File: src/hw/JZJCoreF_defs.svh
`ifndef JZJCOREF_DEFS_SVH
`define JZJCOREF_DEFS_SVH

`define MEMORY_WORDS 4096//Unified memory depth in 32-bit words
`define RESET_PC 32'h00000000//First fetch address
`define REGISTER_COUNT 32

`endif

File: src/hw/RegisterFile.sv
`timescale 1ns/1ps
`include "JZJCoreF_defs.svh"

module RegisterFile
(
	input clock,
	input [4:0] rs1Address,
	input [4:0] rs2Address,
	input [4:0] rdAddress,
	input rdWriteEnable,
	input [31:0] rdData,
	input [4:0] debugAddress,
	output logic [31:0] rs1Data,
	output logic [31:0] rs2Data,
	output logic [31:0] debugData
);

logic [31:0] registers [1:`REGISTER_COUNT - 1];//x0 has no storage

always_ff @(posedge clock)
begin
	if (rdWriteEnable && (rdAddress != 5'd0))
		registers[rdAddress] <= rdData;
end

//Asynchronous reads, x0 hardwired
assign rs1Data = (rs1Address == 5'd0) ? 32'd0 : registers[rs1Address];
assign rs2Data = (rs2Address == 5'd0) ? 32'd0 : registers[rs2Address];
assign debugData = (debugAddress == 5'd0) ? 32'd0 : registers[debugAddress];

endmodule

File: config.mk
export PLATFORM = sky130hd
export DESIGN_NAME = RegisterFile
export DESIGN_NICKNAME = d
export VERILOG_FILES = /design/src/hw/RegisterFile.sv
export VERILOG_INCLUDE_DIRS = /design/src /design/src/hw
export SDC_FILE = /design/constraint.sdc
export NUM_CORES = 1
export LEC_CHECK = 0
export BUFFER_PORTS_ARGS = -buffer_cell sky130_fd_sc_hd__buf_4
export CORE_MARGIN = 4
export CORE_UTILIZATION = 30
export CTS_BUF_LIST = sky130_fd_sc_hd__clkbuf_16
export DETAILED_ROUTE_END_ITERATION = 16
export PLACE_DENSITY = 0.41
export SYNTH_ARGS = -nofsm -noshare
export SYNTH_HDL_FRONTEND = slang
export SYNTH_SLANG_ARGS = --single-unit
File: constraint.sdc
create_clock -name clock -period 6.8 [get_ports clock]
set_clock_uncertainty 0.05 [all_clocks]
set_input_delay 0.68 -clock clock [delete_from_list [all_inputs] [get_ports clock]]
set_output_delay 0.68 -clock clock [all_outputs]
set_load 0.05 [all_outputs]
# == Yosys cells after proc, flatten, opt, wreduce, memory -nomap -nowiden ==
# Memories as Yosys holds them, arrays and structs flattened.
# Index checks and enable logic that the tools add are counted.
# word_totals
register_bits,0
latch_bits,0
ramBits,992
romBits,0
inputBits,54
out_inout_bits,96
word_cells,11
mem_count,1
# op_classes
addsub,0
multipliers,0
div_mod_pow,0
n_lt_le_gt_ge,0
eq_ne,0
n_shift,0
mux,5
n_bitwise,0
n_reduce_logical,5
# memory_table
memory,words,width,rd,rd_ports_with_merged_regs,wr,line_no,text
registers,31,32,3,0,1,RegisterFile.sv:18,logic [31:0] registers [1:`REGISTER_COUNT - 1];
# ops
op,n
two-way mux 32 bit,3
logical NOT 5 bit,3
nonzero test 5 bit,1
two-way mux 1 bit,2
logical AND 1 bit,1

# == Longest topological paths before layout ==
# Gate-level depths: netlist (run 1).
# logic_depth
depth_word,4
ltp_mapped,8
mapped_depth_nobuf,4

# == Least setup slack after synthesis (run 1) ==
# OpenSTA, ideal clock, no wires.
# synth_timing
path_type,input to output
start,input debugAddress[2]
end,output debugData[23]
arrival_ns,2.951
t_required_ns,6.070
slack_ns,3.119
cell_stages,7
path_buffers,3
path_cell_list,buf_4 -> or3b_1 -> clkbuf_1 -> clkbuf_1 -> o22ai_1 -> nor4_1 -> a211oi_1
# synth_via
elab_chain_cells,2
word_cells_on_any_way,3
cone_classes,mux (1); reduce/logical (1); memory (1)
# synth_lines
item,line_no,text
from (decl),RegisterFile.sv:12,"input [4:0] debugAddress,"
memory (31 x 32 bit) or logical NOT 5 bit (tied branches),n/a,
two-way mux 32 bit (*),RegisterFile.sv:29,assign debugData = (debugAddress == 5'd0) ? 32'd0 : registers[debugAddress];
to (decl),RegisterFile.sv:15,output logic [31:0] debugData
# Mark *: on every way between the ends. The rest lies on a longest branch, timed or not.

# == Worst setup path after layout (run 1) ==
# layout_timing
start,input debugAddress[1]
end,output debugData[31]
# The elaborated chain is that of the path after synthesis.

==> metrics, run 1 <==
WL per Instance=39.7 um; Synth area leaders=edfxtp_1 (55%), mux2i_1 (16%), mux4_2 (13%); Max Freq=192 MHz; clock slew at reported path FFs=0.06 ns; Routability Congestion=0.811; die height=434 um; Max-cap violations=0; largest net degree at the start of global routing=125; worst slew pin tran=1.38 ns; Hold Path Cell Cnt=1; grt total ovfl=0; Syn Nets=3750; Non-Filler Instances=6248; DIE AREA=0.189 mm^2; CTS Sinks=992; Hold Vio Cnt, Final=0; Placed Cells=6023; Area Growth Syn to Fin=14.6%; most numerous cell in the Yosys netlist=edfxtp_1; area of the multi-input gates=0.0235 mm^2; max-slew headroom at the worst pin=0.0757; vias=37870; Nets=3830; CTS tree=built; Cell variety after synth=42; RSZ-0062 raised after global routing=false; most flop-heavy register=registers; post-synth top area cell=edfxtp_1; CTS root buffer=clkbuf_16; Yosys reg bits=992; Max stage delay on crit path=0.91 ns; Critical Path RT=6.07 ns; syn avg cell area=14.8 um^2; Post-synth EDFFs=992; endpoint class of the critical path=output port; CP cell instances=buf_8, buf_4, and3_2, buf_4, a21oi_1, a211oi_1, buf_4, buf_4; Synth top area share=0.546; Peak supply drop=0.000269 V; GRT Util Overall=0.257; WS Path Type=input pin to output port; WP buf/inv=5; Post-Syn Area=0.0545 mm^2; Post-Syn Instances=3696; status=completed; 1st-pass router iterations=5; register area share after synthesis=0.546; detailed-route vias per instance=6.06; Pleak=21.7 nW; Routed Antenna Nets=0; most frequent cell on the critical path=buf_4; Final Max Tran Viols=0; hpwl dp=149 mm; htree depth=3; total negative slack=0 ns; Fill cells=17332; Largest regs=registers x992; CP max-delay cell=and3_2; Worst Min Path Start=rdData[15]; part of the cycle the worst path needs=0.765; Reg area=0.0298 mm^2; cts repair resizes=0; vias in the first global route=38021; Min-Delay Path Class=input pin to flop; layout cells sized above 1=0.233; Initial DRC Count=4313; setup bufs post-CTS=0; Top FF cell, synth=edfxtp_1; total wire length=248 mm; clock tree buffer depth=3; Core Area=0.181 mm^2; post-route minimum period=5.20 ns; antenna violations before repair=11; Setup crit start kind=input pin; Post-CTS Hold Buffers=0; Die X=434 um; list of most frequent post-synthesis cells=edfxtp_1 (992), mux2i_1 (871), mux4_2 (303); max FFs per register=992; IO buf count=149; first-pass GRT wire length=333 mm; pwr dens=247 mW/mm^2; CP Max Fanout=59; end of the worst hold path=registers[11][15]; Num CTS Buffers=121; Starting Density=0.302; Worst Path Arrival=4.47 ns; num rows=156; Synth Warn #=0; Post-route DRC=0; Async SR Flop Fraction=0; Crit path max-delay family=buffers and inverters; setup violators final=0; io pins=150
[cells in the final DEF (no fill, tap or decap), drive strengths merged, types with 29 or more instances in the layout]
cell	count
nand3	135
a22oi	202
nand2	147
a21oi	219
buf	283
o22ai	54
edfxtp	992
clkbuf	123
o2111ai	64
mux2i	871
clkinv	70
nor4	29
mux2	54
nor2	131
mux4	303
[report_power, final]
group / switching (W) / total (W) / internal, W
registers: 0.0000490 / 0.00686 / 0.00681
logic: 0.00150 / 0.00219 / 0.000693
clock network: 0.00271 / 0.00642 / 0.00370
[per-layer routing]
metal / global-route usage / up-vias / wire length [um]
met5: 0 / - / 12
li1: - / 15442 / -
met4: 0.0837 / 2 / 9130
met1: 0.345 / 20316 / 106000
met3: 0.0419 / 405 / 14900
met2: 0.425 / 1705 / 118000
[final cells by class]
| cell class | count | area share |
|---|---|---|
| inverters | 1 | 0.0000601 |
| repair buffers | 283 | 0.0373 |
| multi-input cells | 2377 | 0.377 |
| diodes | 2 | 0.0000801 |
| clock buffers | 123 | 0.0493 |
| flip-flops and latches | 992 | 0.477 |
| clock inverters | 100 | 0.0126 |
| well taps | 2370 | 0.0475 |
[worst max path at each step]
stage,start,end,depth (start not counted)
finish,debugAddress[1],debugData[31],8
global route,debugAddress[1],debugData[31],8
CTS,debugAddress[1],debugData[31],8
detailed placement,debugAddress[1],debugData[31],8
global placement,debugAddress[1],debugData[31],8
floorplan,debugAddress[2],debugData[23],7
[cell families (layout without fill, tap and decap cells)]
kind of cell | after synthesis | in the layout | share of synthesized area
mux | 1228 | 1228 | 0.296
other cells | 0 | 2 | 0
flops | 992 | 992 | 0.546
buf+inv | 327 | 507 | 0.0294
simple gates | 482 | 482 | 0.0406
compound gates | 667 | 667 | 0.0873
[through the flow]
step                setup WS (ns)  total power (W)  hold slack (ns)  utilization  area (um^2)
floorplan                    3.12          0.00825            0.729            -        54500
global placement             1.54          0.00919             1.06        0.324        58600
detailed placement           1.54          0.00918             1.06        0.324        58600
CTS                          1.52           0.0156            0.222        0.346        62500
global route                 1.58           0.0159            0.243        0.346        62500
finish                       1.60           0.0155            0.286        0.346        62500
(Power assumes the default switching activity.)
==> run 2, diff against run 1 <==
PLACE_DENSITY = 0.43   (was 0.41)
clock period = 4.22 ns   (was 6.8 ns; I/O delays follow)
==> metrics, run 2 (synthesis gave the netlist of run 1 again) <==
status=completed; Fill cells=17290; Post-CTS Hold Buffers=29; GRT Util Overall=0.251; M1 GR Usage=0.338; WS Path Type=input pin to output port; vias in the first global route=38535; max-slew headroom at the worst pin=0.292; first-pass GRT wire length=327 mm; CP Max Fanout=47; Core Area=0.181 mm^2; Routed Antenna Nets=0; num rows=156; Min-Delay Path Class=input pin to flop; pwr dens=383 mW/mm^2; hpwl dp=152 mm; commonest non-fill, non-tap cell in the layout=edfxtp_1; post-route minimum period=3.87 ns; 1st-pass router iterations=5; WL per Instance=38.2 um; Largest regs=registers x992; IO buf count=149; area of the multi-input gates=0.0235 mm^2; max FFs per register=992; total wire length=243 mm; grt total ovfl=0; Starting Density=0.302; cts repair resizes=0; Reg area=0.0298 mm^2; Max Freq=258 MHz; most frequent cells in the layout=edfxtp_1 (992), mux2i_1 (871), buf_4 (305); antenna violations before repair=15; Min Hold Slack=0.0587 ns; Worst Path Arrival=3.40 ns; most flop-heavy register=registers; Hold Vio Cnt, Final=0; CTS Sinks=992; io pins=150; DIE AREA=0.189 mm^2; PnR worst setup slack=0.351 ns; met2 GRT Util=0.413; worst slew pin tran=1.06 ns; largest net degree at the start of global routing=59; die height=434 um; Placed Cells=6110; Max-cap violations=0; clock slew at reported path FFs=0.06 ns; clock tree buffer depth=3; detailed-route vias per instance=6.06; Critical Path RT=3.75 ns; CTS root buffer=clkbuf_16; Nets=3940; Setup crit start kind=input pin; Area Growth Syn to Fin=16.9%; endpoint class of the critical path=output port; Final Max Tran Viols=0; vias=38479; pre-CTS WS=0.268 ns; setup bufs post-CTS=0; layout cells sized above 1=0.249; Routability Congestion=0.835; RSZ-0062 raised after global routing=false; htree depth=3; Non-Filler Instances=6351; fin util=0.353; met3 GRT Util=0.0416; CTS tree=built; Die X=434 um; Num CTS Buffers=115; Pleak=22.3 nW; Top Usage Layer GRT=met2; Initial DRC Count=4278; total negative slack=0 ns; Post-route DRC=0; part of the cycle the worst path needs=0.917; Peak supply drop=0.000372 V; setup violators final=0
## run 2: changes by cell type in the layout (fill, tap and decap cells not counted), sizes merged
cell | before | now
buf | 283 | 370
bufinv | 12 | 8
clkbuf | 123 | 117
clkinv | 70 | 49
clkinvlp | 1 | 8
diode | 2 | 1
dlygate4sd3 | 0 | 29
inv | 18 | 30
## run 2: power breakdown
part,switching [W],total [W],internal (W),leakage [nW]
combinational,0.00241,0.00362,0.00122,11.5
clock,0.00427,0.00975,0.00548,1.85
sequential,0.0000795,0.0110,0.0110,8.94
total,0.00676,0.0244,0.0177,22.3
## run 2: worst max-delay path: stages
cell      delay, ns
buf_8          0.43
buf_4          0.50
and3_2         0.29
buf_12         0.34
a21oi_1        0.12
a211oi_1       0.85
buf_4          0.34
## run 2: area by class of cell
cell class / instances / share of cell area
Multi-Input combinational cell: 2377 / 0.369
Sequential cell: 992 / 0.468
Antenna cell: 1 / 0.0000393
Timing Repair Buffer: 399 / 0.0602
Clock buffer: 117 / 0.0460
Clock inverter: 94 / 0.0105
Inverter: 1 / 0.0000589
Tap cell: 2370 / 0.0465
## run 2: layer usage
layer	vias to the layer above	part of all wire
met2	1785	0.48
met1	20647	0.42
met3	390	0.064
met4	4	0.036
li1	15653	-
met5	-	0.000087
## run 2: path summary, 6_finish.rpt
| path | startpoint | end | slack (ns) | cells after the start |
|---|---|---|---|---|
| setup / recovery | debugAddress[0] | debugData[5] | 0.35 | 7 |
| hold / removal | rdData[23] | registers[12][23] | 0.06 | 1 |
## run 2: through the flow
step / total power (W) / area [um^2]
2_1_floorplan: 0.0133 / 54500
3_3_place_gp: 0.0149 / 59800
3_5_place_dp: 0.0149 / 59800
4_1_cts: 0.0246 / 63700
5_1_grt: 0.0252 / 63700
6_report: 0.0244 / 63700
