**config.mk**
```make
export PLATFORM = sky130hd
export DESIGN_NAME = FetchUnit
export DESIGN_NICKNAME = d
export VERILOG_FILES = /design/src/hw/JZJCoreFTypes.sv /design/src/hw/FetchUnit.sv
export VERILOG_INCLUDE_DIRS = /design/src /design/src/hw
export SDC_FILE = /design/constraint.sdc
export NUM_CORES = 1
export LEC_CHECK = 0
export ABC_AREA = 1
export CORE_UTILIZATION = 30
export CTS_BUF_LIST = sky130_fd_sc_hd__clkbuf_4
export CTS_CLUSTER_DIAMETER = 150
export DETAILED_ROUTE_END_ITERATION = 16
export DONT_BUFFER_PORTS = 1
export PLACE_DENSITY = 0.44
export SETUP_SLACK_MARGIN = 0.02
export SLEW_MARGIN = 20
export SYNTH_ARGS = -nofsm -noshare
export SYNTH_HDL_FRONTEND = slang
export SYNTH_SLANG_ARGS = --single-unit
export TNS_END_PERCENT = 5
```
**constraint.sdc**
```tcl
create_clock -name clock -period 2.2 [get_ports clock]
set_clock_uncertainty 0.2 [all_clocks]
set_input_delay 0 -clock clock [delete_from_list [all_inputs] [get_ports clock]]
set_output_delay 0 -clock clock [all_outputs]
set_load 0.005 [all_outputs]
```
**src/hw/JZJCoreF_defs.svh**
```systemverilog
`ifndef JZJCOREF_DEFS_SVH
`define JZJCOREF_DEFS_SVH

`define MEMORY_WORDS 4096//Unified memory depth in 32-bit words
`define RESET_PC 32'h00000000//First fetch address
`define REGISTER_COUNT 32

`endif

```
**src/hw/JZJCoreFTypes.sv**
```systemverilog
package JZJCoreFTypes;

typedef enum logic [6:0]
{
	OPCODE_LOAD = 7'b0000011,
	OPCODE_STORE = 7'b0100011,
	OPCODE_OP = 7'b0110011,
	OPCODE_OP_IMM = 7'b0010011,
	OPCODE_LUI = 7'b0110111,
	OPCODE_AUIPC = 7'b0010111,
	OPCODE_JAL = 7'b1101111,
	OPCODE_JALR = 7'b1100111,
	OPCODE_BRANCH = 7'b1100011,
	OPCODE_SYSTEM = 7'b1110011
} Opcode_t;

//One fetched word, viewed in each RV32I encoding format
typedef union packed
{
	struct packed {logic [6:0] funct7; logic [4:0] rs2, rs1; logic [2:0] funct3; logic [4:0] rd;
		Opcode_t opcode;} R;
	struct packed {logic [11:0] imm11_0; logic [4:0] rs1; logic [2:0] funct3; logic [4:0] rd;
		Opcode_t opcode;} I;
	struct packed {logic [6:0] imm11_5; logic [4:0] rs2, rs1; logic [2:0] funct3;
		logic [4:0] imm4_0; Opcode_t opcode;} S;
	struct packed {logic imm12; logic [5:0] imm10_5; logic [4:0] rs2, rs1; logic [2:0] funct3;
		logic [3:0] imm4_1; logic imm11; Opcode_t opcode;} B;
	struct packed {logic [19:0] imm31_12; logic [4:0] rd; Opcode_t opcode;} U;
	struct packed {logic imm20; logic [9:0] imm10_1; logic imm11; logic [7:0] imm19_12;
		logic [4:0] rd; Opcode_t opcode;} J;
} Instruction_t;

typedef enum logic [1:0] {NOP, LOAD, STORE} MemoryMode_t;

typedef enum logic [1:0] {CURRENT_PC, NEXT_PC_SEQUENTIAL, BRANCH_TARGET, JALR_TARGET}
	InstructionAddressSource_t;

typedef enum logic [2:0] {I_TYPE, S_TYPE, B_TYPE, U_TYPE, J_TYPE} ImmediateFormerMode_t;

typedef enum logic [1:0] {ALU_RESULT, MEMORY_DATA, IMMEDIATE_VALUE, RETURN_ADDRESS} RdSource_t;

//Why the core stopped
typedef enum logic [2:0]
{
	NONE,
	STOP,//ecall or ebreak
	BAD_OPCODE,
	BAD_BRANCH_FUNCT3,
	BAD_MEMORY_FUNCT3,
	PC_MISALIGNED,
	UNALIGNED_ACCESS
} HaltReason_t;

endpackage

```
**src/hw/FetchUnit.sv**
```systemverilog
`timescale 1ns/1ps
`include "JZJCoreF_defs.svh"

module FetchUnit import JZJCoreFTypes::*;
(
	input clock, reset,
	input programCounterWriteEnable,
	input InstructionAddressSource_t instructionAddressSource,
	input branchTaken,
	input [31:0] branchTarget,
	input [31:0] jalrTarget,
	output logic [31:0] instructionAddress,
	output logic [31:0] programCounter,
	output logic programCounterMisaligned
);

logic [31:0] sequentialAddress;
assign sequentialAddress = programCounter + 32'd4;

//Address sent to memory doubles as the next PC
always_comb
begin
	unique case (instructionAddressSource)
		CURRENT_PC: instructionAddress = programCounter;//Refetch, used while waiting on a load
		NEXT_PC_SEQUENTIAL: instructionAddress = sequentialAddress;
		BRANCH_TARGET: instructionAddress = branchTaken ? branchTarget : sequentialAddress;
		JALR_TARGET: instructionAddress = jalrTarget;
	endcase
end

always_ff @(posedge clock)
begin
	if (reset)
		programCounter <= `RESET_PC;
	else if (programCounterWriteEnable)
		programCounter <= instructionAddress;
end

assign programCounterMisaligned = instructionAddress[1:0] != 2'b00;//Word fetches only

endmodule

```
# After elaboration in Yosys (flattened, before gate mapping)
# Index checks and enable logic that the tools add are counted.
# word_totals
regBits	32
# op_classes
n_addsub	1
eq_ne	3
n_mux	2
n_reduce_logical	2
# op_table
operator	n
one-hot mux 32 bit (4 select lines)	1
adder 32 x 3 -> 32 bit (second input constant)	1
2-to-1 mux 32 bit	1
== test 2 bit (second input constant)	2
== test 2 x 1 -> 1 bit (second input constant)	1
logical NOT 2 bit	1
nonzero test 2 bit	1

# Depth between registers and ports, before layout
# Gate-level depths: netlist of the first run.
# logic_depth
ltp_word	4
mapped_depth	13
mapped_depth_nobuf	13

# Least setup slack after synthesis of the first run
# Ideal clock, no wire load.
# synth_timing
kind	flip-flop to flip-flop
start	register programCounter[2]
end	register programCounter[28]
arrival_ns	1.512
required_time_ns	1.883
path_slack_ns	0.370
stages_incl_launch_ff	13
n_path_buf	0
cell_sequence	dfxtp_1 > ha_1 > nand2_1 > nor2_4 > nand2_4 > nor2_1 > nand3_1 > nand2_1 > nand2_1 > nand2_1 > nand3_2 > nor2_1 > nor2_1
# synth_between
elab_chain_len	3
# synth_lines
element	line	text
start, declared	FetchUnit.sv:13	output logic [31:0] programCounter,
start signal, assigned	FetchUnit.sv:34	programCounter <= `RESET_PC;
start signal, assigned	FetchUnit.sv:36	programCounter <= instructionAddress;
adder 32 x 3 -> 32 bit *	FetchUnit.sv:18	assign sequentialAddress = programCounter + 32'd4;
2-to-1 mux 32 bit	FetchUnit.sv:26	BRANCH_TARGET: instructionAddress = branchTaken ? branchTarget : sequentialAddress;
one-hot mux 32 bit (4 select lines) *	FetchUnit.sv:23	unique case (instructionAddressSource)
named net instructionAddress[28]	FetchUnit.sv:12	output logic [31:0] instructionAddress,
# Mark *: on every way through the listed nets, which the timed path passes. The rest lies on a longest branch.
# A chain may end at the register's enable or synchronous reset.

# Final worst setup path of the first run
# layout_timing
start	register programCounter[2]
end	output instructionAddress[18]
# layout_between
elab_chain_len	3
# layout_lines
element	line
adder 32 x 3 -> 32 bit *	FetchUnit.sv:18
2-to-1 mux 32 bit	FetchUnit.sv:26
one-hot mux 32 bit (4 select lines) *	FetchUnit.sv:23
end, declared	FetchUnit.sv:12
# Mark *: on every way between the ends. The rest lies on a longest branch, timed or not.

==> impl_results.md, run 1 <==
* Crit path required time at about 2000 ps
* Hold path depth at 6
* Largest cells by area after synthesis: nand2_1 27%, dfxtp_1 19%, nor2_1 9.5%, inv_1 7.6%, o21ai_0 6.5%
* Vias at 4276
* LEAKAGE at 2.16 nW
* Syn avg cell area at between 5 and 6 um2
* Failing checks: negative hold slack
* Worst r2r path cells at 9
* Min-delay src: branchTaken
* Final WL at between 10000 and 15000 um
* Crit path cell chain: ha_2 -> nand2_2 -> nor2_4 -> nand2_4 -> nor2_4 -> buf_4 -> nand2_1 -> nand2_1 -> o22ai_1 -> o21ai_1 -> inv_1
* CTS buffer count at 5
* Synth top cells by count: 238 x nand2_1, 84 x nor2_1, 67 x inv_1
* Drt drc at 0
* Largest reg by FF count: programCounter
* Clk sinks at 32
* FF+latch count, synth at 32
* Total core area at 10500 um2
* Die width at 107 um
* Final Cycle Share at a little over nine tenths
* Max-cap violations at 0
* Gpl congestion at roughly 0.87
* Vias/cell at about 5.0
* Largest area contributor in the netlist: nand2_1
* Post-synth EDFFs at 0
* Final setup vio count at 0
* CTS tree: done
* Start point of the critical path: programCounter[2]
* Peak supply drop at 183 uV
* Final Hold Viols at 1
* CTS clk-pin slew, worst paths at 120 ps
* Final setup margin at 62.4 ps
* Post-Synthesis Cell Area at 3310 um2
* Post-route insts no fill at 851
* Largest regs: programCounter: 32 flops
* WL/cell at 16.1 um
* Synth Net Count at 690
* DIE HEIGHT at 107 um
* CTS H-tree lvls at 2
* Post-synth top area share at 27.0%
* Synth warn at 0
* Post-Place Setup Slack at 160 ps
* Share of cells above drive strength 1 at 18.0%
* Synth Instances at 619
* Largest delay contributor family on the critical path: simple AND/OR/NAND/NOR gates
* DP Area at 3560 um2
* Number of distinct library cells after synthesis at 39
* Slowest Stage Delay on Critical Path at 360 ps
* Root buffer cell: clkbuf_4
* Worst Path Arrival at 1940 ps
* Worst-margin pin slew at 593 ps
* Area growth, synth to finish at 42.8%
* GRT Total Usage at 24.4%
* PwrDens at 371 nW/um2
* Clock Latency Late Sink at 360 ps
* Critical path class: flop to output pin
* Slew HR at 60.2%
* Synth async-reset ratio at 0%
* R2R Path Start: programCounter[3]
* HP Class: input port to flop
* Final count of pins violating max slew at 0
* Slowest-stage cell, CP: dfxtp_2
* DR iter-0 viols at 336
* Die area at 11400 um2
* Finished layout cell area at 4720 um2
* IO Count at 135
* Placed Instances at 758
* Status: finished with violations
* Worst path depth at 11
* Detailed Routing Iterations Pass 1 at 5
* CTS Buffer Depth at 2
* Grt total ovfl at 0
* CP bufs+invs at 2
* Fin crit period at 2140 ps
* Min Hold Slack at -13.7 ps
* RSZ-0062 raised after global routing: true
* Max reg flops at 32
* DP Wirelength at 9570 um
* Antenna violations before repair at 0
* Post-route ant nets at 0
* Seq/Total Area, Yosys at between 10% and 20%
* Input/output buffers at 0
* Pin count of the biggest net entering global routing at 47
* Worst-path maximum fanout at 5
* Startpoint types: flop
* Top FF cell, synth: dfxtp_1
* Antenna cells at 0
* Vias in the first global route at 4244
* First-pass GRT wire length at ~22000 um
* Fmax at approximately 470 MHz
* Layout net count at roughly 800
* Initial Utilization at 31.5%
* Most frequent cell after synthesis: nand2_1
* Rows at 37
* Crit end category: output pin
-- cell type report --
type,count,area [um2]
fillers,1117,5790
multi-input cells,492,2460
repair buffers,113,1080
flip-flops and latches,32,681
inverters,70,273
well taps,136,170
clock buffers,7,52.6
clock inverters,1,3.75
-- worst paths after layout --
check / endpoint / slack [ps]
max: instructionAddress[18] / 60
min: programCounter[10] / -10
max reg2reg: programCounter[5] / 170
min reg2reg: programCounter[31] / 380
-- power breakdown --
part,internal (mW),switching [mW],leakage [nW]
clock,0.148,0.236,0.0338
combinational,0.300,0.368,1.85
sequential,0.629,0.0709,0.273
-- tightest hold or removal path: stages --
cell and delay, ps:
nand2_1 40, inv_1 110, nand2_1 90, nand3_1 80
o22ai_2 120, a21oi_1 80
-- cells in the final DEF, fill, tap and decap left out, types with 8 or more instances in the layout --
master         instances
buf_4                 31
nand2_1              230
dlygate4sd3_1         76
o21ai_0               38
a21oi_1               31
dfxtp_2               14
nand2_2                8
nor2_4                17
inv_1                 63
dfxtp_1               12
nand3_1               31
nand3_2                9
nor2_2                 8
nor2_1                73
-- per-layer routing --
layer	share of wire, %	track usage, %	up-vias
li1	-	-	2121
met1	45	31.1	1985
met2	46	41.5	152
met3	7.5	5.65	18
met4	1.4	5.87	0
met5	0	0	-
-- metrics by stage --
| stage | util [%] | hold slack, ps | setup TNS (ps) | total power [mW] |
|---|---|---|---|---|
| after global routing | 44.9 | 11.3 | -639 | 1.88 |
| after global placement | 33.9 | -119 | 0 | 1.19 |
| after floorplan | - | -122 | 0 | 1.05 |
| after CTS | 42.3 | 0.111 | 0 | 1.73 |
| final | 44.9 | -13.7 | 0 | 1.75 |
| after detailed placement | 33.9 | -117 | 0 | 1.20 |
-- cell families (layout without fill, tap and decap cells) --
group / count (synthesis) / in the layout / synth area share (%)
compound gates: 90 / 90 / 14.8
xor+xnor: 11 / 11 / 2.91
fa+ha+maj: 1 / 1 / 0.378
buf+inv: 95 / 191 / 11.8
flops: 32 / 32 / 19.4
simple gates: 390 / 390 / 50.7
-- timing repair --
item / CTS / global route
setup buffers: 1 / 6
endpoints found under the hold margin: 40 / 0
setup endpoints to repair: 13 / 26
hold buffers: 78 / 0
resized for setup: 14 / 69
pin swaps: 3 / 20
(Power assumes the default switching activity.)
==> run 2: changes to the inputs <==
--- a/config.mk
+++ b/config.mk
@@ -8,7 +8,7 @@
 export LEC_CHECK = 0
 export ABC_AREA = 1
 export CORE_UTILIZATION = 30
-export CTS_BUF_LIST = sky130_fd_sc_hd__clkbuf_4
+export CTS_BUF_LIST = sky130_fd_sc_hd__clkbuf_16
 export CTS_CLUSTER_DIAMETER = 150
 export DETAILED_ROUTE_END_ITERATION = 16
 export DONT_BUFFER_PORTS = 1
==> constraint.sdc (replaced) <==
create_clock -name clock -period 2.25 [get_ports clock]
set_clock_uncertainty 0.2 [all_clocks]
set_input_delay 0 -clock clock [delete_from_list [all_inputs] [get_ports clock]]
set_output_delay 0 -clock clock [all_outputs]
set_load 0.005 [all_outputs]
==> run 2 against run 1 <==
Compared with the run above: combinational power decreased by 10%; wire length shrank 4.5%; via count fell by 4.7%; final cell count decreased by 2.8%; non-clock buffer count decreased by 21; largest power group unchanged; cell area shrank 6.5%; utilization down 2.9 points; worst hold slack got worse by 1.1 ps; the run still ends with negative hold slack left; sequential power decreased by 2%.
==> impl_results.md, run 2 (synthesis results as in run 1) <==
* Sequential share of power at 35.4% (-4.6 points)
* Sw Ratio at 34.3% (-4.3 points)
* Clk sinks at 32 (unchanged)
* Final Hold Viols at 1 (unchanged)
* DP Wirelength at 9410 um (-1.7%)
* Total core area at 10500 um2 (unchanged)
* Multi-input gate area at 2330 um2 (-5.5%)
* Fmax at 464 MHz
* First-pass GRT wire length at 20800 um (-4.1%)
* Crit path required time at 2210 ps (+210 ps)
* Gpl congestion at 0.838 (-3.2%)
* Vias in the first global route at 4027 (-5.1%)
* IO Count at 135 (unchanged)
* Antenna cells at 0 (unchanged)
* Largest regs: programCounter: 32 flops
* Final TNS setup at 0 ps (unchanged)
* Grt total ovfl at 0 (unchanged)
* Grt met2 use at 40.7% (-0.78 points)
* DIE HEIGHT at 107 um (unchanged)
* Grt peak-use layer: met2
* HP Class: input port to flop
* Rows at 37 (unchanged)
* LEAKAGE at 2.04 nW (-5.5%)
* Critical path class: flop to flop
* CTS tree: done
* DR iter-0 viols at 210 (-38%)
* Area growth, synth to finish at 33.4%
* Min Hold Slack at -14.8 ps (-1.15 ps)
* Most frequent cells in the layout: 238 x nand2_1, 80 x nor2_1, 66 x inv_1, 66 x dlygate4sd3_1, 40 x o21ai_0
* Layout net count at 764 (-2.7%)
* Share of cells above drive strength 1 at 11.6% (-6.5 points)
* PwrDens at 438 nW/um2 (+18%)
* Final count of pins violating max slew at 0 (unchanged)
* Crit end category: flop
* Fin crit period at 2160 ps
* Vias/cell at 4.93 (-1.9%)
* Vias at 4075 (-4.7%)
* CTS clk-pin slew, worst paths at 60 ps (-60 ps)
* Status: finished with violations
* Failing checks: negative hold slack
* RSZ-0062 raised after global routing: true
* Max reg flops at 32 (unchanged)
* Largest reg by FF count: programCounter
* WL/cell at 15.8 um (-1.7%)
* GR Util met1 at 29.5% (-1.6 points)
* Post-route insts no fill at 827 (-2.8%)
* Root buffer cell: clkbuf_16
* Grt met3 use at 4.68% (-0.97 points)
* Fillcell total at 1163 (+4.1%)
* Worst-margin pin slew at 566 ps (-26.4 ps)
* Placed Instances at 754 (-0.53%)
* P_int at 1.27 mW (+18%)
* CTS Buffer Depth at 2 (unchanged)
* Switching power at 0.662 mW (-1.8%)
* Input/output buffers at 0 (unchanged)
* Design Power at 1.93 mW (+10%)
* Comb power frac at 31.1% (-7.1 points)
* Slew HR at 62.2% (+2.0 points)
* Worst Path Arrival at 2120 ps (+180 ps)
* GRT Total Usage at 23.4% (-1.0 points)
* Drt drc at 0 (unchanged)
* Most common cell after layout, fill and taps aside: nand2_1
* Detailed Routing Iterations Pass 1 at 6 (+1)
* Max-cap violations at 0 (unchanged)
* Die area at 11400 um2 (unchanged)
* Sequential Area at 653 um2 (-4.0%)
* Clock Latency Late Sink at 280 ps (-80 ps)
* Peak supply drop at 228 uV (+24%)
* Die width at 107 um (unchanged)
* Post-route ant nets at 0 (unchanged)
* Initial Utilization at 31.5% (unchanged)
* Final WL at 13100 um (-4.5%)
* Part of the power in the clock network at 33.5% (+12 points)
* Startpoint types: flop
* Final Cycle Share at 95.9%
* Antenna violations before repair at 0 (unchanged)
* CTS H-tree lvls at 2 (unchanged)
* Final setup vio count at 0 (unchanged)
* Pin count of the biggest net entering global routing at 47 (unchanged)
* Worst-path maximum fanout at 6 (+1)
* CTS buffer count at 5 (unchanged)
[run 2: power by group through the flow]
stage	registers (mW)	logic [mW]	clock network, mW
floorplan	0.680	0.349	0
global placement	0.692	0.462	0
detailed placement	0.692	0.468	0
CTS	0.680	0.588	0.663
global route	0.689	0.683	0.683
finish	0.683	0.601	0.648
[run 2: final timing paths]
kind | from | to | slack, ps | cells past startpoint
worst max register to register | programCounter[2] | programCounter[4] | 90 | 6
worst min register to register | programCounter[31] | programCounter[31] | 380 | 2
worst min-delay path | branchTaken | programCounter[19] | -10 | 5
worst max-delay path | programCounter[2] | programCounter[4] | 90 | 6
[run 2: timing repair]
item / CTS / global route
setup endpoints to repair: 3 / 22
pin swaps: 0 / 5
setup buffers: 0 / 1
endpoints found under the hold margin: 38 / 1
resized for setup: 2 / 24
hold buffers: 64 / 3
[run 2: routing by layer]
metal,vias up,routed length (um)
met5,-,0
li1,2086,-
met2,114,6100
met4,0,144
met3,8,801
met1,1867,6010
[run 2: cell type report]
| class | instances | area share [%] |
|---|---|---|
| inverters | 70 | 6.04 |
| flip-flops and latches | 32 | 14.8 |
| clock buffers | 5 | 2.84 |
| well taps | 136 | 3.86 |
| repair buffers | 92 | 19.8 |
| multi-input cells | 492 | 52.7 |
[run 2: stage by stage]
step / hold WS, ps / area, um2 / utilization (%) / worst slack (ps)
after floorplan: -122 / 3310 / - / 420
after global placement: -119 / 3530 / 33.6 / 128
after detailed placement: -118 / 3530 / 33.6 / 107
after CTS: -156 / 4310 / 41.0 / 7.06
after global routing: 51.9 / 4410 / 42.0 / -49.8
final: -14.8 / 4410 / 42.0 / 93.4
[run 2: worst max-delay path, stage by stage (launching register included)]
cell and delay, ps:
dfxtp_4 360, ha_2 200, xnor2_1 210, nand2_1 110, a221oi_2 280, dlygate4sd3_1 600
a31oi_1 70
