$ cat config.mk
export PLATFORM = sky130hd
export DESIGN_NAME = ControlLogic
export DESIGN_NICKNAME = d
export VERILOG_FILES = /design/src/hw/JZJCoreF_defs.svh /design/src/hw/JZJCoreFTypes.sv /design/src/hw/ControlLogic.sv
export SDC_FILE = /design/constraint.sdc
export NUM_CORES = 1
export LEC_CHECK = 0
export ABC_AREA = 1
export BUFFER_PORTS_ARGS = -buffer_cell sky130_fd_sc_hd__buf_4
export CAP_MARGIN = 40
export CORE_ASPECT_RATIO = 1.2
export CORE_MARGIN = 2
export CORE_UTILIZATION = 36
export CTS_BUF_LIST = sky130_fd_sc_hd__clkbuf_16
export DETAILED_ROUTE_END_ITERATION = 16
export GPL_ROUTABILITY_DRIVEN = 0
export PLACE_DENSITY = 0.78
export RECOVER_POWER = 25
export SLEW_MARGIN = 20
export SYNTH_ARGS = -nofsm -noshare
export SYNTH_HDL_FRONTEND = slang
export SYNTH_SLANG_ARGS = --single-unit
$ cat constraint.sdc
create_clock -name clock -period 2 [get_ports clock]
set_input_delay 0.4 -clock clock [delete_from_list [all_inputs] [get_ports clock]]
set_output_delay 0.4 -clock clock [all_outputs]
set_load 0.01 [all_outputs]
$ cat src/hw/JZJCoreF_defs.svh
`ifndef JZJCOREF_DEFS_SVH
`define JZJCOREF_DEFS_SVH

`define MEMORY_WORDS 4096//Unified memory depth in 32-bit words
`define RESET_PC 32'h00000000//First fetch address
`define REGISTER_COUNT 32

`endif

$ cat src/hw/JZJCoreFTypes.sv
package JZJCoreFTypes;

typedef enum logic [6:0]
{
	OPCODE_LOAD = 7'b0000011,
	OPCODE_STORE = 7'b0100011,
	OPCODE_OP = 7'b0110011,
	OPCODE_OP_IMM = 7'b0010011,
	OPCODE_LUI = 7'b0110111,
	OPCODE_AUIPC = 7'b0010111,
	OPCODE_JAL = 7'b1101111,
	OPCODE_JALR = 7'b1100111,
	OPCODE_BRANCH = 7'b1100011,
	OPCODE_SYSTEM = 7'b1110011
} Opcode_t;

//One fetched word, viewed in each RV32I encoding format
typedef union packed
{
	struct packed {logic [6:0] funct7; logic [4:0] rs2, rs1; logic [2:0] funct3; logic [4:0] rd;
		Opcode_t opcode;} R;
	struct packed {logic [11:0] imm11_0; logic [4:0] rs1; logic [2:0] funct3; logic [4:0] rd;
		Opcode_t opcode;} I;
	struct packed {logic [6:0] imm11_5; logic [4:0] rs2, rs1; logic [2:0] funct3;
		logic [4:0] imm4_0; Opcode_t opcode;} S;
	struct packed {logic imm12; logic [5:0] imm10_5; logic [4:0] rs2, rs1; logic [2:0] funct3;
		logic [3:0] imm4_1; logic imm11; Opcode_t opcode;} B;
	struct packed {logic [19:0] imm31_12; logic [4:0] rd; Opcode_t opcode;} U;
	struct packed {logic imm20; logic [9:0] imm10_1; logic imm11; logic [7:0] imm19_12;
		logic [4:0] rd; Opcode_t opcode;} J;
} Instruction_t;

typedef enum logic [1:0] {NOP, LOAD, STORE} MemoryMode_t;

typedef enum logic [1:0] {CURRENT_PC, NEXT_PC_SEQUENTIAL, BRANCH_TARGET, JALR_TARGET}
	InstructionAddressSource_t;

typedef enum logic [2:0] {I_TYPE, S_TYPE, B_TYPE, U_TYPE, J_TYPE} ImmediateFormerMode_t;

typedef enum logic [1:0] {ALU_RESULT, MEMORY_DATA, IMMEDIATE_VALUE, RETURN_ADDRESS} RdSource_t;

//Why the core stopped
typedef enum logic [2:0]
{
	NONE,
	STOP,//ecall or ebreak
	BAD_OPCODE,
	BAD_BRANCH_FUNCT3,
	BAD_MEMORY_FUNCT3,
	PC_MISALIGNED,
	UNALIGNED_ACCESS
} HaltReason_t;

endpackage

$ cat src/hw/ControlLogic.sv
`timescale 1ns/1ps

module ControlLogic import JZJCoreFTypes::*;
(
	input clock, reset,
	input Instruction_t instruction,
	output logic rdWriteEnable,
	output RdSource_t rdSource,
	output MemoryMode_t memoryMode,
	output logic programCounterWriteEnable,
	output InstructionAddressSource_t instructionAddressSource,
	output logic opImm,
	output ImmediateFormerMode_t immediateFormerMode,
	output logic halted,
	output HaltReason_t haltReason,
	input branchBadFunct3,
	input programCounterMisaligned,
	input memoryUnalignedAccess,
	input memoryBadFunct3
);

typedef enum logic [2:0] {INITIAL_WAIT, INITIAL_FETCH, FETCH_EXECUTE, EXECUTE, HALT} State_t;
State_t currentState, nextState;

logic stop;//ecall/ebreak seen
logic controlError;//Undecodable instruction
logic decodeWrite;//Decoder wants rd written
logic twoCycle;//LW needs an EXECUTE cycle for read data
logic activeState;
logic halt;
HaltReason_t nextReason;

assign activeState = (currentState == FETCH_EXECUTE) || (currentState == EXECUTE);

//Decoder
always_comb
begin
	decodeWrite = 1'b0;
	rdSource = ALU_RESULT;
	memoryMode = NOP;
	instructionAddressSource = NEXT_PC_SEQUENTIAL;
	opImm = 1'b0;
	immediateFormerMode = I_TYPE;//Default also covers loads and jalr
	stop = 1'b0;
	controlError = 1'b0;
	twoCycle = 1'b0;
	unique case (currentState)
		INITIAL_WAIT, INITIAL_FETCH, HALT: instructionAddressSource = CURRENT_PC;
		EXECUTE:
		begin
			decodeWrite = 1'b1;//Second half of LW
			rdSource = MEMORY_DATA;
		end
		FETCH_EXECUTE:
		begin
			unique case (instruction.R.opcode)
				OPCODE_OP: decodeWrite = 1'b1;
				OPCODE_OP_IMM:
				begin
					decodeWrite = 1'b1;
					opImm = 1'b1;
				end
				OPCODE_LUI, OPCODE_AUIPC:
				begin
					decodeWrite = 1'b1;
					rdSource = IMMEDIATE_VALUE;
					immediateFormerMode = U_TYPE;
				end
				OPCODE_JAL:
				begin
					decodeWrite = 1'b1;
					rdSource = RETURN_ADDRESS;
					immediateFormerMode = J_TYPE;
					instructionAddressSource = BRANCH_TARGET;//Always taken
				end
				OPCODE_JALR:
				begin
					decodeWrite = 1'b1;
					rdSource = RETURN_ADDRESS;
					instructionAddressSource = JALR_TARGET;
					controlError = instruction.R.funct3 != 3'b000;
				end
				OPCODE_BRANCH:
				begin
					immediateFormerMode = B_TYPE;
					instructionAddressSource = BRANCH_TARGET;
				end
				OPCODE_LOAD:
				begin
					memoryMode = LOAD;
					instructionAddressSource = CURRENT_PC;//Hold fetch until data returns
					twoCycle = 1'b1;
				end
				OPCODE_STORE:
				begin
					memoryMode = STORE;
					immediateFormerMode = S_TYPE;
				end
				OPCODE_SYSTEM:
				begin
					stop = instruction.R.funct3 == 3'b000;//ecall and ebreak
					controlError = instruction.R.funct3 != 3'b000;//No CSRs
				end
				default: controlError = 1'b1;
			endcase
		end
		default: instructionAddressSource = CURRENT_PC;
	endcase
end

//First cause wins
always_comb
begin
	nextReason = NONE;
	if (activeState)
	begin
		if (stop)
			nextReason = STOP;
		else if (controlError)
			nextReason = BAD_OPCODE;
		else if (branchBadFunct3)
			nextReason = BAD_BRANCH_FUNCT3;
		else if (programCounterMisaligned)
			nextReason = PC_MISALIGNED;
		else if (memoryUnalignedAccess)
			nextReason = UNALIGNED_ACCESS;
		else if (memoryBadFunct3)
			nextReason = BAD_MEMORY_FUNCT3;
	end
end
assign halt = nextReason != NONE;

//Faulting instruction leaves no trace in rd or PC
assign rdWriteEnable = decodeWrite && !halt;
assign programCounterWriteEnable = !halt &&
	(((currentState == FETCH_EXECUTE) && !twoCycle) || (currentState == EXECUTE));

always_comb
begin
	if (halt)
		nextState = HALT;
	else
	begin
		unique case (currentState)
			INITIAL_WAIT: nextState = INITIAL_FETCH;
			INITIAL_FETCH: nextState = FETCH_EXECUTE;//First word is in memory's output reg now
			FETCH_EXECUTE: nextState = twoCycle ? EXECUTE : FETCH_EXECUTE;
			EXECUTE: nextState = FETCH_EXECUTE;
			default: nextState = HALT;//Also spins in HALT
		endcase
	end
end

always_ff @(posedge clock)
begin
	if (reset)
	begin
		currentState <= INITIAL_WAIT;
		haltReason <= NONE;
	end
	else
	begin
		currentState <= nextState;
		if (halt)
			haltReason <= nextReason;//Only reachable once; HALT is not an active state
	end
end

assign halted = currentState == HALT;

//Held PC refetches the LW for its EXECUTE cycle
assert property (@(posedge clock) disable iff (reset)
	(currentState == EXECUTE) |-> (instruction.R.opcode == OPCODE_LOAD));

//Sticky halt with a frozen reason
assert property (@(posedge clock) disable iff (reset) halted |=> halted && $stable(haltReason));

endmodule

# Word-level counts from Yosys, hierarchy flattened
# Index checks and enable logic that the tools add are counted.
# W data, S select, Z words.
totals:
  input_bits: 38
  wordCells: 64
  reg_bits: 6
  out_inout_bits: 16
classes:
  n_reduce_logical: 19
  n_mux: 28
  n_eq_ne: 14
op_table:
  columns: ["op", "count"]
  rows:
  - ["$eq A7 B7 Y1 const B", 4]
  - ["$mux W3", 9]
  - ["$eq A7 B6 Y1 const B", 3]
  - ["$pmux W2 S2", 4]
  - ["$eq A7 B5 Y1 const B", 2]
  - ["$pmux W3 S4", 1]
  - ["$reduce_or A2 Y1", 6]
  - ["$mux W1", 9]
  - ["$pmux W3 S3", 1]
  - ["$reduce_or A8 Y1", 1]
  - ["$eq A7 B2 Y1 const B", 1]
  - ["$eq A3 B2 Y1 const B", 2]
  - ["$logic_not A3 Y1", 2]
  - ["$pmux W2 S3", 1]
  - ["$reduce_bool A3 Y1", 2]
  - ["$reduce_or A6 Y1", 1]
  - ["$pmux W1 S2", 2]
  - ["$eq A3 B1 Y1 const B", 1]
  - ["$eq A3 B3 Y1 const B", 1]
  - ["$logic_and A1 B1 Y1", 3]
  - ["$logic_not A1 Y1", 2]
  - ["$logic_or A1 B1 Y1", 2]
  - ["$mux W2", 1]

# Logic depth before layout (Yosys ltp)
logic_depth:
  depth_word: 10
  ltp_mapped: 14
  mapped_depth_nobuf: 14

# Worst setup path after synthesis
# Ideal clock, no wire load.
synth_path:
  path_kind: "input-to-output"
  start: "input port instruction[0] (netlist name)"
  end: "output port programCounterWriteEnable"
  required_time_ps: 1600
  arrival_time_ps: 1452
  path_stages: 10
  setup_slack_ps: 148
  path_buffers: 0
  path_cell_list: "nand2_1 > nor2_2 > nand2_1 > nand3_2 > nor2_1 > nand2_2 > nand2_1 > a21oi_4 > nand2_2 > nor2_1"
synth_via:
  elab_chain_cells: 10
  elab_cells_between_ends: 27
  classes_between: "eq/ne (10); mux (9); reduce/logical (8)"
synth_rtl:
  columns: ["element", "line_no", "text"]
  rows:
  - ["start: declaration", "ControlLogic.sv:6", "input Instruction_t instruction,"]
  - ["$eq A7 B2 Y1, or another cell as far along", "ControlLogic.sv:56", "unique case (instruction.R.opcode)"]
  - ["$reduce_or A8 Y1 (no line) or $reduce_or A2 Y1 (tied branches)", null, null]
  - ["$pmux W1 S2", "ControlLogic.sv:56", null]
  - ["$mux W1", "ControlLogic.sv:47", "unique case (currentState)"]
  - ["$mux W3", "ControlLogic.sv:119", "else if (controlError)"]
  - ["$mux W3", "ControlLogic.sv:117", "if (stop)"]
  - ["$mux W3", "ControlLogic.sv:115", "if (activeState)"]
  - ["$reduce_bool A3 Y1", "ControlLogic.sv:131", "assign halt = nextReason != NONE;"]
  - ["$logic_not A1 Y1", "ControlLogic.sv:135", "assign programCounterWriteEnable = !halt &&"]
  - ["$logic_and A1 B1 Y1 (*)", "ControlLogic.sv:135", null]
  - ["end: declaration", "ControlLogic.sv:10", "output logic programCounterWriteEnable,"]
# Every way passes the cells marked *; elsewhere a longest branch is shown, timed or not.

# Worst setup path after layout
layout_path:
  start: "register currentState[2]"
  end: "output port rdWriteEnable"
layout_via:
  elab_chain_cells: 8
  elab_cells_between_ends: 12
  classes_between: "eq/ne (2); mux (6); reduce/logical (4)"
layout_rtl:
  columns: ["element", "line_no", "text"]
  rows:
  - ["start: declaration", "ControlLogic.sv:23", "State_t currentState, nextState;"]
  - ["start signal: assignment", "ControlLogic.sv:163", "currentState <= nextState;"]
  - ["$eq A3 B2 Y1", "ControlLogic.sv:33, ControlLogic.sv:47", null]
  - ["$mux W1", "ControlLogic.sv:47", null]
  - ["$mux W3", "ControlLogic.sv:119", null]
  - ["$mux W3", "ControlLogic.sv:117", null]
  - ["$mux W3", "ControlLogic.sv:115", null]
  - ["$reduce_bool A3 Y1", "ControlLogic.sv:131", null]
  - ["$logic_not A1 Y1", "ControlLogic.sv:134", "assign rdWriteEnable = decodeWrite && !halt;"]
  - ["$logic_and A1 B1 Y1 (*)", "ControlLogic.sv:134", null]
  - ["end: declaration", "ControlLogic.sv:7", "output logic rdWriteEnable,"]
# Marked as above.

==> tab_implementation.tex <==
\begin{tabular}{lr}
\hline
Metric & Value \\
\hline
\multicolumn{2}{l}{\textbf{Floorplan}} \\
\quad Ports placed on the boundary & 54 \\
\quad Vertical die dimension & 48.84 um \\
\quad Site Rows & 16 \\
\quad Die Area & 0.002020 mm2 \\
\quad Core outline area & between 0.0015 and 0.002 mm2 \\
\quad Initial Util & 0.3766 \\
\quad Horizontal extent of the die & 41.37 um \\
\multicolumn{2}{l}{\textbf{Detailed routing}} \\
\quad Metal3 WL & 111 um \\
\quad Top Layer Used & met4 \\
\quad Count of vias placed by the detailed router & 966 \\
\quad WL met2 & 1373 um \\
\quad Pre-antenna DRT Iters & 4 \\
\quad Number of violations reported at the end of detailed-routing iteration 0 & 22 \\
\quad Number of remaining DRC errors & 0 \\
\quad Average wire length per cell after detail routing & roughly 13 um \\
\quad Number of nets with antenna violations after routing & 0 \\
\quad Average vias per placed instance & 5.111 \\
\quad Routed met1 length & 863 um \\
\quad Routed Wire Length & around 2500 um \\
\multicolumn{2}{l}{\textbf{Clock network}} \\
\quad TritonCTS clock tree & built \\
\quad Source-to-sink clock delay at the later pin of the worst-skew pair & 0.23 ns \\
\quad Clock Root Buffer & sky130\_fd\_sc\_hd\_\_clkbuf\_16 \\
\quad Max Root-Sink Buffers & 2 \\
\quad Post-CTS clock slew at the launch and capture registers of the worst setup and hold paths & 0.03 ns \\
\quad Number of sinks on the clock net & 6 \\
\quad Number of H-tree levels & 1 \\
\quad Number of buffers inserted during clock tree synthesis & 3 \\
\quad Number of hold buffers added after CTS & 0 \\
\multicolumn{2}{l}{\textbf{Place}} \\
\quad Instance area at placement & 955.9 um2 \\
\quad Placed cells & 170 \\
\quad Port bufs & 31 \\
\quad Total half-perimeter wirelength after legalization and detailed placement & 1451 um \\
\multicolumn{2}{l}{\textbf{Timing}} \\
\quad Total of endpoints with negative setup slack in the final report & 3 \\
\quad Upper clock frequency limit & $\sim$0.48 GHz \\
\quad Period utilisation layout & 1.038 \\
\quad Layout Skew & 0.001541 ns \\
\quad Transition time of the tightest slew-check pin & 0.3234 ns \\
\quad Final max-slew violation count & 0 \\
\quad Setup TNS & -0.1398 ns \\
\quad Worst relative slew slack & 0.7828 \\
\quad Final Hold Viols & 0 \\
\quad RSZ-0062 raised after global routing & true \\
\quad Slack of the critical path & -0.07669 ns \\
\quad Final period demand of the worst path & slightly above 2 ns \\
\multicolumn{2}{l}{\textbf{Synth}} \\
\quad Number of synthesized register bits & 6 \\
\quad Warnings, synthesis & 0 \\
\quad Synth Net Count & roughly 150 \\
\quad Post-Syn Instances & 108 \\
\quad Average cell area after synthesis & roughly 5.6 um2 \\
\quad Distinct cell type count of the synthesized netlist & 23 \\
\quad Sequential fraction of the synthesis area & 0.1992 \\
\quad Netlist Area Pre-Place & 603.1 um2 \\
\multicolumn{2}{l}{\textbf{Finish}} \\
\quad Filler cells & 103 \\
\quad Area of the multi-input gates & 560.5 um2 \\
\quad Fraction of layout instances using a drive strength above 1 & 0.6199 \\
\quad Final Util & 0.8148 \\
\quad Commonest cells after routing, fill and taps aside & sky130\_fd\_sc\_hd\_\_buf\_4, sky130\_fd\_sc\_hd\_\_nand2\_1, sky130\_fd\_sc\_hd\_\_nor2\_1 \\
\quad N\_diodes & 0 \\
\quad Final instance area & 0.001305 mm2 \\
\quad Final cell count without fillers & 189 \\
\quad Net total in the final layout & between 200 and 250 \\
\quad Flip-flop and latch area & 122.6 um2 \\
\quad Leading cell type in the layout, fill and taps excluded & sky130\_fd\_sc\_hd\_\_buf\_4 \\
\quad Layout overhead on the synthesized area & 116.4\% \\
\multicolumn{2}{l}{\textbf{Run}} \\
\quad Max-Cap Viols & 0 \\
\multicolumn{2}{l}{\textbf{Critical path}} \\
\quad Endpoint type of the worst setup path & output port \\
\quad Critical path start-end classification & reg2out \\
\quad Required time at the worst-slack endpoint & around 1.6 ns \\
\quad Cell with the largest stage delay on the worst path & sky130\_fd\_sc\_hd\_\_dfxtp\_2 \\
\quad Worst path max stage delay & approximately 0.33 ns \\
\quad Critical path's most frequent cell & sky130\_fd\_sc\_hd\_\_nand2\_4 \\
\quad R2R Path End & haltReason[2]\$\_SDFFE\_PP0P\_ \\
\quad Ordered list of cells on the worst path & nor2\_4, nand2\_4, clkinv\_4, nand4\_1, and2\_4, a21oi\_4, nand2\_4, nor2\_2, buf\_4 \\
\quad Data arrival time of the critical path & 1.68 ns \\
\quad Type of origin of the critical path & flip-flop \\
\quad Launch instance of the worst register-to-register path & currentState[2]\$\_SDFF\_PP0\_ \\
\quad Setup slack of the most critical reg-to-reg path & 0.36 ns \\
\quad Max FO, Critical Path & 4 \\
\quad Worst reg2reg path depth & 10 \\
\quad Critical path origin & currentState[2]\$\_SDFF\_PP0\_ \\
\multicolumn{2}{l}{\textbf{Power}} \\
\quad Worst-case vdd ir drop & 1.004 mV \\
\quad Overall power after layout & 0.001242 W \\
\quad Pwr/cell area & 952.0 mW/mm2 \\
\quad LEAKAGE & 0.6758 nW \\
\multicolumn{2}{l}{\textbf{GRT}} \\
\quad Global-route wire length before repair & 3325 um \\
\quad Largest net degree at the start of global routing & 7 \\
\quad Total routing resource utilization after global routing & 0.2288 \\
\quad Vias in the first global route & 859 \\
\quad Antenna violations before repair & 0 \\
\quad Global route overflow & 0 \\
\multicolumn{2}{l}{\textbf{Min path}} \\
\quad Hold Startpoint & reset \\
\quad Worst min-delay path class & in2reg \\
\quad Number of stages on the worst hold path & 2 \\
\quad Endpoint of the worst hold path & currentState[0]\$\_SDFF\_PP0\_ \\
\multicolumn{2}{l}{\textbf{Run status}} \\
\quad Result of the run & finished with violations \\
\quad Failing checks & negative setup slack \\
\hline
\end{tabular}
[worst max path at each step]
stage	slack, ns	cells past startpoint	to
after global placement	-0.08	13	rdWriteEnable
final	-0.08	9	rdWriteEnable
after floorplan	0.15	10	programCounterWriteEnable
after CTS	-0.04	13	programCounterWriteEnable
after global routing	-0.16	9	rdWriteEnable
after detailed placement	-0.1	13	programCounterWriteEnable
[cell usage after synthesis]
library cell               instances  area (um2)
sky130_fd_sc_hd__a21oi_1           6       30.03
sky130_fd_sc_hd__a21oi_4           1       16.27
sky130_fd_sc_hd__a31oi_1           1       6.260
sky130_fd_sc_hd__and2_4            1       8.760
sky130_fd_sc_hd__clkinv_2          1       5.000
sky130_fd_sc_hd__dfxtp_1           6       120.1
sky130_fd_sc_hd__inv_1            12       45.04
sky130_fd_sc_hd__inv_2             3       11.26
sky130_fd_sc_hd__nand2_1          31       116.4
sky130_fd_sc_hd__nand2_2           2       12.51
sky130_fd_sc_hd__nand2_4           1       11.26
sky130_fd_sc_hd__nand3_1           7       35.03
sky130_fd_sc_hd__nand3_2           1       10.01
sky130_fd_sc_hd__nand4_1           2       12.51
sky130_fd_sc_hd__nor2_1           18       67.56
sky130_fd_sc_hd__nor2_2            2       12.51
sky130_fd_sc_hd__nor2_4            1       11.26
sky130_fd_sc_hd__nor3_1            3       15.01
sky130_fd_sc_hd__nor3_2            1       10.01
sky130_fd_sc_hd__nor4_1            1       6.260
sky130_fd_sc_hd__o21ai_0           5       25.02
sky130_fd_sc_hd__o21ai_2           1       8.760
sky130_fd_sc_hd__or2_2             1       6.260
[registers in the layout, indices dropped and copies added, names as in the netlist]
| register | cells |
|---|---|
| haltReason | 3 |
| currentState | 3 |
[per-stage QoR]
step                setup slack [ns]  hold WS [ns]
global placement            -0.07824        0.4469
CTS                         -0.04273        0.3530
detailed placement          -0.09883        0.4737
finish                      -0.07669        0.3595
floorplan                     0.1481        0.4691
global route                 -0.1589        0.3704
[power by group]
group | total [W] | switching (W) | internal (W)
Clock | 0.000319 | 0.0000626 | 0.000256
Combinational | 0.000726 | 0.000379 | 0.000347
Sequential | 0.000198 | 0.0000303 | 0.000168
Total | 0.00124 | 0.000472 | 0.000771
[cells by family after synthesis]
family,share of synthesized area
simple gates,0.5560
buf+inv,0.1016
compound gates,0.1432
flops,0.1992
[worst max-delay path: cells and delay by family (launching register included)]
kind | cells | cell delay, ns
AO/OA/AOI/OAI | 1 | 0.17
flip-flops | 1 | 0.33
buffers and inverters | 2 | 0.17
AND/OR/NAND/NOR | 6 | 0.76
[routing by layer]
metal,up-vias,global-route usage
li1,472,-
met1,448,0.2314
met2,34,0.4401
met4,0,0.06989
met5,-,0
met3,12,0.01826
[area by class of cell]
cell class	count	share of cell area
clock buffers	3	0.05753
inverters	16	0.05369
multi-input cells	86	0.4295
flip-flops and latches	6	0.09396
well taps	18	0.01726
repair buffers	60	0.3480
[repair_timing]
| action | 4_1_cts | 5_1_grt |
|---|---|---|
| setup buffers | 13 | 3 |
| pin swaps | 11 | 20 |
| cloned | 0 | 0 |
| gates resized for setup | 22 | 31 |
| setup endpoints to repair | 2 | 2 |
(Power assumes the default switching activity.)
